===== src/verilog/spi_pkg.sv =====
`default_nettype none

package spi_pkg;

    // Controller state encoding
    localparam int state_width = 2;

    localparam logic [state_width-1:0] st_idle     = 2'b00;
    localparam logic [state_width-1:0] st_setup    = 2'b01;
    localparam logic [state_width-1:0] st_transfer = 2'b10;
    localparam logic [state_width-1:0] st_complete = 2'b11;

    // Serial clock divider field
    localparam int div_width = 16;

endpackage

`default_nettype wire

===== src/verilog/spi_edge_if.sv =====
`timescale 1ns/10ps
`default_nettype none

interface spi_edge_if;

    // Serial clock level as seen on the pin
    logic sclk;

    // Single-cycle markers of the next sclk change
    logic lead_edge;
    logic trail_edge;

    modport gen_mp (
        output sclk, lead_edge, trail_edge
    );

    modport shift_mp (
        input sclk, lead_edge, trail_edge
    );

endinterface

`default_nettype wire


===== src/verilog/spi_cmd_if.sv =====
`timescale 1ns/10ps
`default_nettype none

interface spi_cmd_if #(
    parameter int DATA_WIDTH = 8
);
    import spi_pkg::*;

    // Sequencer controls and latched command
    logic                   load;
    logic                   run;
    logic [DATA_WIDTH-1:0]  tx_word;
    logic                   cpol;
    logic                   cpha;
    logic [div_width-1:0]   clk_div;
    logic [state_width-1:0] state;

    // Completion from the datapath stages
    logic                   last_edge;
    logic [DATA_WIDTH-1:0]  rx_word;

    modport seq_mp (
        output load, run, tx_word, cpol, cpha, clk_div, state,
        input  last_edge, rx_word
    );

    modport sclk_mp (
        input  run, cpol, clk_div,
        output last_edge
    );

    modport shift_mp (
        input  load, tx_word, cpha,
        output rx_word
    );

endinterface

`default_nettype wire


===== src/verilog/spi_master_top.sv =====
`timescale 1ns/10ps
`default_nettype none

module spi_master_top #(
    parameter int DATA_WIDTH = 8,
    parameter int NUM_SLAVES = 4
) (
    input  wire logic                          clk,
    input  wire logic                          rst_n,
    input  wire logic [DATA_WIDTH-1:0]         tx_data,
    input  wire logic [$clog2(NUM_SLAVES)-1:0] slave_sel,
    input  wire logic                          start_transfer,
    input  wire logic                          cpol,
    input  wire logic                          cpha,
    input  wire logic [spi_pkg::div_width-1:0] clk_div,
    output logic      [DATA_WIDTH-1:0]         rx_data,
    output logic                               transfer_done,
    output logic                               busy,
    output logic                               spi_clk,
    output logic                               spi_mosi,
    input  wire logic                          spi_miso,
    output logic      [NUM_SLAVES-1:0]         spi_cs_n
);

    spi_cmd_if #(.DATA_WIDTH(DATA_WIDTH)) cmd_bus ();
    spi_edge_if edge_bus ();

    spi_sequencer #(
        .DATA_WIDTH(DATA_WIDTH),
        .NUM_SLAVES(NUM_SLAVES)
    ) u_seq (
        .clk           (clk),
        .rst_n         (rst_n),
        .start_transfer(start_transfer),
        .tx_data       (tx_data),
        .slave_sel     (slave_sel),
        .cpol          (cpol),
        .cpha          (cpha),
        .clk_div       (clk_div),
        .cmd           (cmd_bus.seq_mp),
        .rx_data       (rx_data),
        .transfer_done (transfer_done),
        .busy          (busy),
        .spi_cs_n      (spi_cs_n)
    );

    spi_sclk_gen #(
        .DATA_WIDTH(DATA_WIDTH)
    ) u_sclk (
        .clk     (clk),
        .rst_n   (rst_n),
        .cmd     (cmd_bus.sclk_mp),
        .edge_bus(edge_bus.gen_mp)
    );

    spi_shift_engine #(
        .DATA_WIDTH(DATA_WIDTH)
    ) u_shift (
        .clk     (clk),
        .rst_n   (rst_n),
        .cmd     (cmd_bus.shift_mp),
        .edge_bus(edge_bus.shift_mp),
        .spi_miso(spi_miso),
        .spi_mosi(spi_mosi)
    );

    assign spi_clk = edge_bus.sclk;

endmodule

`default_nettype wire


===== src/verilog/spi_shift_engine.sv =====
`timescale 1ns/10ps
`default_nettype none

module spi_shift_engine #(
    parameter int DATA_WIDTH = 8
) (
    input  wire logic    clk,
    input  wire logic    rst_n,
    spi_cmd_if.shift_mp  cmd,
    spi_edge_if.shift_mp edge_bus,
    input  wire logic    spi_miso,
    output logic         spi_mosi
);

    logic [DATA_WIDTH-1:0] tx_sreg;
    logic [DATA_WIDTH-1:0] rx_sreg;
    logic                  mosi_q;
    logic                  drive_pulse;
    logic                  sample_pulse;

    // Mode 0/2 sample on leading, 1/3 drive on leading
    assign drive_pulse  = cmd.cpha ? edge_bus.lead_edge  : edge_bus.trail_edge;
    assign sample_pulse = cmd.cpha ? edge_bus.trail_edge : edge_bus.lead_edge;

    always_ff @(posedge clk) begin
        if (!rst_n) begin
            mosi_q <= 1'b0;
        end else if (cmd.load) begin
            mosi_q <= cmd.tx_word[DATA_WIDTH-1];
        end else if (drive_pulse) begin
            mosi_q <= tx_sreg[DATA_WIDTH-1];
        end
    end

    always_ff @(posedge clk) begin
        if (cmd.load) begin
            // With cpha low the MSB is already on the line
            if (cmd.cpha)
                tx_sreg <= cmd.tx_word;
            else
                tx_sreg <= {cmd.tx_word[DATA_WIDTH-2:0], 1'b0};
        end else if (drive_pulse) begin
            tx_sreg <= {tx_sreg[DATA_WIDTH-2:0], 1'b0};
        end
    end

    always_ff @(posedge clk) begin
        if (sample_pulse)
            rx_sreg <= {rx_sreg[DATA_WIDTH-2:0], spi_miso};
    end

    // MSB goes out combinationally during setup
    assign spi_mosi = cmd.load ? cmd.tx_word[DATA_WIDTH-1] : mosi_q;

    assign cmd.rx_word = rx_sreg;

endmodule

`default_nettype wire


===== src/verilog/spi_sclk_gen.sv =====
`timescale 1ns/10ps
`default_nettype none

module spi_sclk_gen #(
    parameter int DATA_WIDTH = 8
) (
    input  wire logic  clk,
    input  wire logic  rst_n,
    spi_cmd_if.sclk_mp cmd,
    spi_edge_if.gen_mp edge_bus
);
    import spi_pkg::*;

    localparam int EDGE_W = $clog2(2 * DATA_WIDTH);

    logic [div_width-1:0] div_cnt;
    logic [EDGE_W-1:0]    edge_cnt;
    logic                 sclk_q;
    logic                 tick;

    // Half period ends this cycle
    assign tick = cmd.run && (div_cnt == cmd.clk_div);

    always_ff @(posedge clk) begin
        if (!rst_n) begin
            div_cnt  <= '0;
            edge_cnt <= '0;
            sclk_q   <= 1'b0;
        end else if (!cmd.run) begin
            div_cnt  <= '0;
            edge_cnt <= '0;
            sclk_q   <= cmd.cpol;
        end else if (tick) begin
            div_cnt  <= '0;
            edge_cnt <= edge_cnt + 1'b1;
            sclk_q   <= ~sclk_q;
        end else begin
            div_cnt <= div_cnt + 1'b1;
        end
    end

    // Leaving the idle level is the leading edge
    assign edge_bus.lead_edge  = tick && (sclk_q == cmd.cpol);
    assign edge_bus.trail_edge = tick && (sclk_q != cmd.cpol);

    assign cmd.last_edge = tick && (edge_cnt == EDGE_W'(2 * DATA_WIDTH - 1));

    // Pin follows the new polarity as soon as the command is latched
    assign edge_bus.sclk = cmd.run ? sclk_q : cmd.cpol;

    a_edge_excl: assert property (
        @(posedge clk) disable iff (!rst_n)
        !(edge_bus.lead_edge && edge_bus.trail_edge)
    );

    // Sequencer must leave transfer right after the final edge
    a_run_ends: assert property (
        @(posedge clk) disable iff (!rst_n)
        cmd.last_edge |=> !cmd.run
    );

endmodule

`default_nettype wire


===== src/verilog/spi_sequencer.sv =====
`timescale 1ns/10ps
`default_nettype none

module spi_sequencer #(
    parameter int DATA_WIDTH = 8,
    parameter int NUM_SLAVES = 4
) (
    input  wire logic                             clk,
    input  wire logic                             rst_n,
    input  wire logic                             start_transfer,
    input  wire logic [DATA_WIDTH-1:0]            tx_data,
    input  wire logic [$clog2(NUM_SLAVES)-1:0]    slave_sel,
    input  wire logic                             cpol,
    input  wire logic                             cpha,
    input  wire logic [spi_pkg::div_width-1:0]    clk_div,
    spi_cmd_if.seq_mp                             cmd,
    output logic      [DATA_WIDTH-1:0]            rx_data,
    output logic                                  transfer_done,
    output logic                                  busy,
    output logic      [NUM_SLAVES-1:0]            spi_cs_n
);
    import spi_pkg::*;

    localparam int SEL_W = $clog2(NUM_SLAVES);

    logic [state_width-1:0] state;
    logic [state_width-1:0] next_state;
    logic                   accept;

    logic [DATA_WIDTH-1:0]  tx_q;
    logic [SEL_W-1:0]       sel_q;
    logic                   cpol_q;
    logic                   cpha_q;
    logic [div_width-1:0]   div_q;
    logic [DATA_WIDTH-1:0]  rx_q;

    // Starts while busy are dropped
    assign accept = (state == st_idle) && start_transfer;

    always_comb begin
        next_state = state;
        case (state)
            st_idle: begin
                if (accept)
                    next_state = st_setup;
            end
            st_setup: begin
                next_state = st_transfer;
            end
            st_transfer: begin
                if (cmd.last_edge)
                    next_state = st_complete;
            end
            default: begin
                next_state = st_idle;
            end
        endcase
    end

    always_ff @(posedge clk) begin
        if (!rst_n) begin
            state  <= st_idle;
            cpol_q <= 1'b0;
            rx_q   <= '0;
        end else begin
            state <= next_state;
            if (accept)
                cpol_q <= cpol;
            if (state == st_complete)
                rx_q <= cmd.rx_word;
        end
    end

    // Command held stable from setup until the next accept
    always_ff @(posedge clk) begin
        if (accept) begin
            tx_q   <= tx_data;
            sel_q  <= slave_sel;
            cpha_q <= cpha;
            div_q  <= clk_div;
        end
    end

    assign cmd.load    = (state == st_setup);
    assign cmd.run     = (state == st_transfer);
    assign cmd.tx_word = tx_q;
    assign cmd.cpol    = cpol_q;
    assign cmd.cpha    = cpha_q;
    assign cmd.clk_div = div_q;
    assign cmd.state   = state;

    assign busy          = (state == st_setup) || (state == st_transfer);
    assign transfer_done = (state == st_complete);

    // New word is visible during the done cycle itself
    assign rx_data = transfer_done ? cmd.rx_word : rx_q;

    always_comb begin
        for (int i = 0; i < NUM_SLAVES; i++) begin
            spi_cs_n[i] = !((state != st_idle) && (sel_q == SEL_W'(i)));
        end
    end

    a_cs_onehot: assert property (
        @(posedge clk) disable iff (!rst_n)
        $onehot0(~spi_cs_n)
    );

    // Done only follows the final serial clock edge
    a_done_after_last_edge: assert property (
        @(posedge clk) disable iff (!rst_n)
        transfer_done |-> ($past(state) == st_transfer) && $past(cmd.last_edge)
    );

endmodule

`default_nettype wire


===== config.mk =====
export PLATFORM = sky130hd
export DESIGN_NAME = spi_master_top
export DESIGN_NICKNAME = d
export VERILOG_FILES = /design/src/verilog/spi_pkg.sv /design/src/verilog/spi_edge_if.sv /design/src/verilog/spi_cmd_if.sv /design/src/verilog/spi_master_top.sv /design/src/verilog/spi_shift_engine.sv /design/src/verilog/spi_sclk_gen.sv /design/src/verilog/spi_sequencer.sv
export SDC_FILE = /design/constraint.sdc
export NUM_CORES = 1
export LEC_CHECK = 0
export BUFFER_PORTS_ARGS = -buffer_cell sky130_fd_sc_hd__buf_4
export CORE_MARGIN = 5
export CORE_UTILIZATION = 45
export DETAILED_ROUTE_END_ITERATION = 8
export PLACE_DENSITY = 0.65
export SETUP_SLACK_MARGIN = 0.2
export SLEW_MARGIN = 20
export SYNTH_ARGS = -nofsm -noshare
export SYNTH_HDL_FRONTEND = slang
export SYNTH_SLANG_ARGS = --single-unit
export TNS_END_PERCENT = 10

===== constraint.sdc =====
create_clock -name clk -period 2.7 [get_ports clk]
set_input_delay 0.54 -clock clk [delete_from_list [all_inputs] [get_ports clk]]
set_output_delay 0.54 -clock clk [all_outputs]
set_load 0.01 [all_outputs]

==> impl_metrics.tcl, run 1 <==
set metrics [dict create \
    insertion_delay_ns 0.34 \
    wl_per_cell_um 13.4 \
    min_period_ns 2.34 \
    ios 48 \
    p_sw_frac 0.283 \
    first_pass_iters 4 \
    core-area_mm2 0.00687 \
    dp_cells 404 \
    setup_slack_ns 0.359 \
    setup_viol 0 \
    wl_met2_mm 2.54 \
    yosysSeqAreaShare 0.609 \
    regToRegSetupSlack_ns 0.65 \
    pwr-share-clk 0.262 \
    antenna_cells 0 \
    p_per_area_mw_per_mm2 739 \
    grt_usage 0.136 \
    rsz0062_at_grt "no" \
    tightest_slew_ns 0.682 \
    fin_tns_setup_ns 0 \
    hold_start "clk_div[10]" \
    async_flop_share 0 \
    final_cells 420 \
    crit_type "flop to output port" \
    critPathCaptureType "output port" \
    synth_top_area_share 0.403 \
    rr_endpoint "u_shift.tx_sreg[4]" \
    clock-sinks 76 \
    grt_pass1_vias 1992 \
    path_clk_slew_ns 0.08 \
    slew_headroom 0.546 \
    drive_gt1_frac 0.250 \
    die_w_um 94.4 \
    areaGrowthSynthToFinish_pct 19.5 \
    intPower_mw 2.03 \
    io_buffers 47 \
    cts_resized 0 \
    detailroute.wirelength.met3_um 324 \
    cts_tree "done" \
    met1_length_mm 2.63 \
    clock.fmax_ghz 0.427 \
    hold_slack_ns 0.374 \
    grt_first_pass_wirelength_mm 9.34 \
    critPathArrivalTime_ns 1.80 \
    period_share 0.867 \
    drc 0 \
    p_total_mw 2.83 \
    startpoint_type "flop" \
    rows 30 \
    drv_slew 0 \
    synthDistinctLibCells 37 \
    cts-hold-fix-buffers 0 \
    initial_utilization 0.467 \
    synth_area_leaders "edfxtp_1, dfxtp_1, xor2_1" \
    antenna_found_initial 0 \
    power.share.combinational 0.217 \
    die_h_um 94.4 \
    finClkSkew_ns 0.00945 \
    vias 1998 \
    cts-root-buf "clkbuf_8" \
    grt_max_degree 29 \
    fillers 609 \
    hold_path_depth 1 \
    maxCapViolations 0 \
    dp.final_hpwl_mm 3.92 \
    place_ws_ns 0.608 \
    top_layer "met4" \
    drt_wl_total_mm 5.61 \
    synth_seq_cells 76 \
    vdd_ir_drop_max_mv 0.410 \
    yosysWarnings 0 \
    final_hold_viol_count 0 \
    p_switching_mw 0.800 \
    dpl-instance-area_mm2 0.00366 \
    status "completed" \
    rr_worst_depth 6 \
    drt_iter0_drc 56 \
    syn-num-nets 304 \
    worstPathRequired_ns 2.16 \
    postSynthCellCount 266 \
    gp_congestion 0.779 \
    regToRegStartpoint "u_sclk.div_cnt[7]" \
    overflow 0 \
    numCtsBuffers 9 \
    yosysTopAreaCell "edfxtp_1" \
    viasPerCell 4.76 \
    path_max_fanout 21 \
    synth_most_common_cell "edfxtp_1" \
    cts_buffer_depth 2 \
    post_cts_buffers 0 \
    die_area_mm2 0.00891 \
    p_leak_nw 1.50 \
    ys.flop_type "edfxtp_1" \
    hp-class "input pin to flop" \
    synth_area_mm2 0.00321 \
    min_to "u_seq.cmd.clk_div[10]" \
    nets 357 \
    htree_levels 3 \
    postLayoutCellArea_mm2 0.00383 \
    power_frac_seq 0.520 \
    fin_util 0.558 \
    final_antenna_net_count 0 \
    synth_commonest_cells "edfxtp_1, dfxtp_1, nor2_1" \
    synth-edff-count 43 \
    avgSynthCellArea_um2 12.1 \
]
[worst max path at each step]
| stage | end | slack [ns] | startpoint |
|---|---|---|---|
| 2_1_floorplan | u_shift.tx_sreg[0] | 0.60 | u_sclk.div_cnt[7] |
| 3_3_place_gp | u_shift.tx_sreg[3] | 0.65 | u_sclk.div_cnt[7] |
| 3_5_place_dp | u_sclk.div_cnt[15] | 0.61 | u_sclk.div_cnt[7] |
| 4_1_cts | spi_mosi | 0.34 | u_seq.cmd.state[1] |
| 5_1_grt | spi_mosi | 0.23 | u_seq.cmd.state[1] |
| 6_report | spi_mosi | 0.36 | u_seq.cmd.state[1] |
[layout make-up]
cell class	count	area, um2	area share
clock inverters	5	27.5	0.00718
flip-flops and latches	76	1950	0.509
well taps	96	120	0.0313
repair buffers	52	390	0.102
clock buffers	11	141	0.0369
inverters	9	33.8	0.00881
multi-input cells	171	1170	0.305
[cells by family after synthesis]
kind of cell,after synthesis,synth area share
AOI/OAI and AO/OA,22,0.0445
and+or+nand+nor,89,0.138
adders and majority gates,6,0.0234
xor gates and xnor gates,34,0.0929
buffers and inverters,19,0.0269
muxes,20,0.0659
DFF,76,0.609
[power groups by stage]
| stage | logic, mW | registers [mW] | clock network, mW |
|---|---|---|---|
| 2_1_floorplan | 0.417 | 1.48 | 0 |
| 3_3_place_gp | 0.615 | 1.50 | 0 |
| 3_5_place_dp | 0.623 | 1.50 | 0 |
| 4_1_cts | 0.626 | 1.47 | 0.766 |
| 5_1_grt | 0.680 | 1.49 | 0.822 |
| 6_report | 0.615 | 1.47 | 0.743 |
[worst max-delay path: stages (launching register included)]
cell and delay [ns]:
dfxtp_1 0.34, inv_1 0.11, ha_1 0.60, nand2_1 0.18, nand2_1 0.11, buf_4 0.12
[registers in the layout (all words and copies together) (netlist names)]
register,count
u_sclk.div_cnt,16
u_seq.cmd.clk_div,16
u_seq.cmd.tx_word,8
u_seq.rx_q,8
u_shift.cmd.rx_word,8
u_shift.tx_sreg,8
u_sclk.edge_cnt,4
u_seq.cmd.state,2
u_seq.sel_q,2
u_sclk.sclk_q,1
u_seq.cmd.cpha,1
u_seq.cmd.cpol,1
u_shift.mosi_q,1
[per-layer routing]
layer,vias to the layer above,global-route usage
li1,1031,-
met1,910,0.180
met2,46,0.209
met3,11,0.0327
met4,0,0.0686
met5,-,0
[cells in the final DEF (no fill, tap or decap), types with 2 or more instances in the layout]
cell / count
or3_1: 3
inv_1: 9
nor2_1: 33
nand4_1: 5
edfxtp_1: 43
a21oi_1: 12
nor3_1: 2
mux2_2: 9
nand2_1: 13
and3_1: 3
o21bai_1: 2
and2_1: 9
mux2i_1: 11
buf_4: 52
xor2_1: 25
clkbuf_8: 10
ha_1: 6
nand3_1: 8
o21ai_0: 4
xnor2_1: 9
clkinv_2: 4
dfxtp_1: 33
nor4_1: 5
nand2b_1: 2
Note: power is estimated with default switching activity, not from simulation.
==> run 2, diff against run 1 <==
--- a/config.mk
+++ b/config.mk
@@ -6,10 +6,11 @@
 export NUM_CORES = 1
 export LEC_CHECK = 0
 export BUFFER_PORTS_ARGS = -buffer_cell sky130_fd_sc_hd__buf_4
+export CORE_ASPECT_RATIO = 2
 export CORE_MARGIN = 5
 export CORE_UTILIZATION = 45
 export DETAILED_ROUTE_END_ITERATION = 8
-export PLACE_DENSITY = 0.65
+export PLACE_DENSITY = 0.64
 export SETUP_SLACK_MARGIN = 0.2
 export SLEW_MARGIN = 20
 export SYNTH_ARGS = -nofsm -noshare
==> impl_metrics.tcl, run 2 (synthesis gave the netlist of run 1 again) <==
set metrics [dict create \
    hp-class "input pin to flop" \
    clock-sinks 76 \
    cts_buffer_depth 2 \
    power.share.combinational 0.185 \
    nets 356 \
    min_period_ns 2.29 \
    setup_viol 0 \
    final_hold_viol_count 0 \
    postLayoutCellArea_mm2 0.00396 \
    die_h_um 129 \
    period_share 0.847 \
    place_ws_ns 0.591 \
    vdd_ir_drop_max_mv 0.582 \
    drt_wl_total_mm 5.98 \
    gp_congestion 0.798 \
    intPower_mw 2.40 \
    fin_util 0.570 \
    htree_levels 3 \
    final_antenna_net_count 0 \
    p_total_mw 3.27 \
    cts_tree "done" \
    dpl-instance-area_mm2 0.00365 \
    p_per_area_mw_per_mm2 828 \
    path_max_fanout 8 \
    drv_slew 0 \
    drive_gt1_frac 0.254 \
    vias 2045 \
    slew_headroom 0.535 \
    mostFrequentLayoutCells "buf_4, edfxtp_1, nor2_1, dfxtp_1, xor2_1" \
    dp.final_hpwl_mm 4.40 \
    layout_commonest_cell "buf_4" \
    viasPerCell 4.95 \
    overflow 0 \
    grt_usage 0.143 \
    p_leak_nw 1.55 \
    die_area_mm2 0.00902 \
    pwr-share-clk 0.361 \
    wl_per_cell_um 14.5 \
    p_switching_mw 0.876 \
    tightest_slew_ns 0.691 \
    io_buffers 47 \
    rsz0062_at_grt "no" \
    insertion_delay_ns 0.33 \
    fin_tns_setup_ns 0 \
    die_w_um 69.7 \
    core-area_mm2 0.00694 \
    grt_pass1_vias 2104 \
    power_frac_seq 0.454 \
    rows 43 \
    first_pass_iters 4 \
    grt_max_degree 27 \
    setup_slack_ns 0.413 \
    startpoint_type "flop" \
    ios 48 \
    cts-hold-fix-buffers 0 \
    areaGrowthSynthToFinish_pct 23.3 \
    worstPathRequired_ns 2.16 \
    finClkSkew_ns 0.00787 \
    critPathCaptureType "output port" \
    drt_iter0_drc 137 \
    drc 0 \
    cts-root-buf "clkbuf_16" \
    grt_first_pass_wirelength_mm 9.84 \
    status "completed" \
    crit_type "flop to output port" \
    p_sw_frac 0.268 \
    antenna_cells 0 \
    antenna_found_initial 0 \
    critPathArrivalTime_ns 1.75 \
    initial_utilization 0.462 \
    maxCapViolations 0 \
    numCtsBuffers 9 \
    clock.fmax_ghz 0.437 \
    path_clk_slew_ns 0.06 \
]
run 2: changes by cell type in the layout (fill, tap and decap cells not counted):
cell       change
clkbuf_8      -10
clkbuf_16      +9
clkinv_4       +4
clkinv_2       -3
buf_4          -1
bufinv_16      +1
clkbuf_1       -1
ha_1           -1
ha_2           +1
run 2: area by class of cell:
type | instances | area, um2
Clock inverter | 7 | 77.6
Clock buffer | 9 | 225
Inverter | 9 | 33.8
Tap cell | 90 | 113
Fill cell | 602 | 2990
Multi-Input combinational cell | 171 | 1170
Timing Repair Buffer | 51 | 383
Sequential cell | 76 | 1950
run 2: critical path, cell delays in order, from the launching register on:
cell     delay [ns]
dfxtp_1        0.39
inv_1          0.11
ha_1           0.27
or3b_2         0.49
buf_4          0.16
run 2: stage by stage:
| step | hold WS [ns] | std cells |
|---|---|---|
| finish | 0.377 | 413 |
| global route | 0.366 | 413 |
| CTS | 0.367 | 413 |
| detailed placement | 0.433 | 397 |
| global placement | 0.436 | 397 |
| floorplan | 0.420 | 266 |
run 2: per-layer routing:
| layer | part of all wire | global-route usage | wire length (um) | vias to the layer above |
|---|---|---|---|---|
| li1 | - | - | - | 1031 |
| met1 | 0.37 | 0.138 | 2200 | 969 |
| met2 | 0.57 | 0.274 | 3410 | 34 |
| met3 | 0.038 | 0.0365 | 228 | 11 |
| met4 | 0.024 | 0.0779 | 143 | 0 |
| met5 | 0 | 0 | 0 | - |
run 2: path summary, 6_finish.rpt:
path	from	to	slack, ns	depth (start not counted)
worst min register to register	u_shift.cmd.rx_word[1]	u_shift.cmd.rx_word[2]	0.45	0
worst max register to register	u_sclk.div_cnt[8]	u_sclk.div_cnt[6]	0.67	6
worst max-delay path	u_seq.cmd.state[1]	spi_cs_n[2]	0.41	4
worst min-delay path	tx_data[3]	u_seq.cmd.tx_word[3]	0.38	1
run 2: power groups by stage:
stage	Sequential, mW	Clock [mW]	Combinational, mW
after floorplan	1.48	0	0.417
after global placement	1.51	0	0.607
after detailed placement	1.51	0	0.616
after CTS	1.49	1.21	0.617
after global routing	1.50	1.27	0.674
final	1.49	1.18	0.606
run 2: what timing repair did:
item                                    in CTS  in global routing
resized for setup                            0                  1
hold endpoints to repair                     0                  0
endpoints found under the setup margin       0                  1
setup buffers                                0                  0
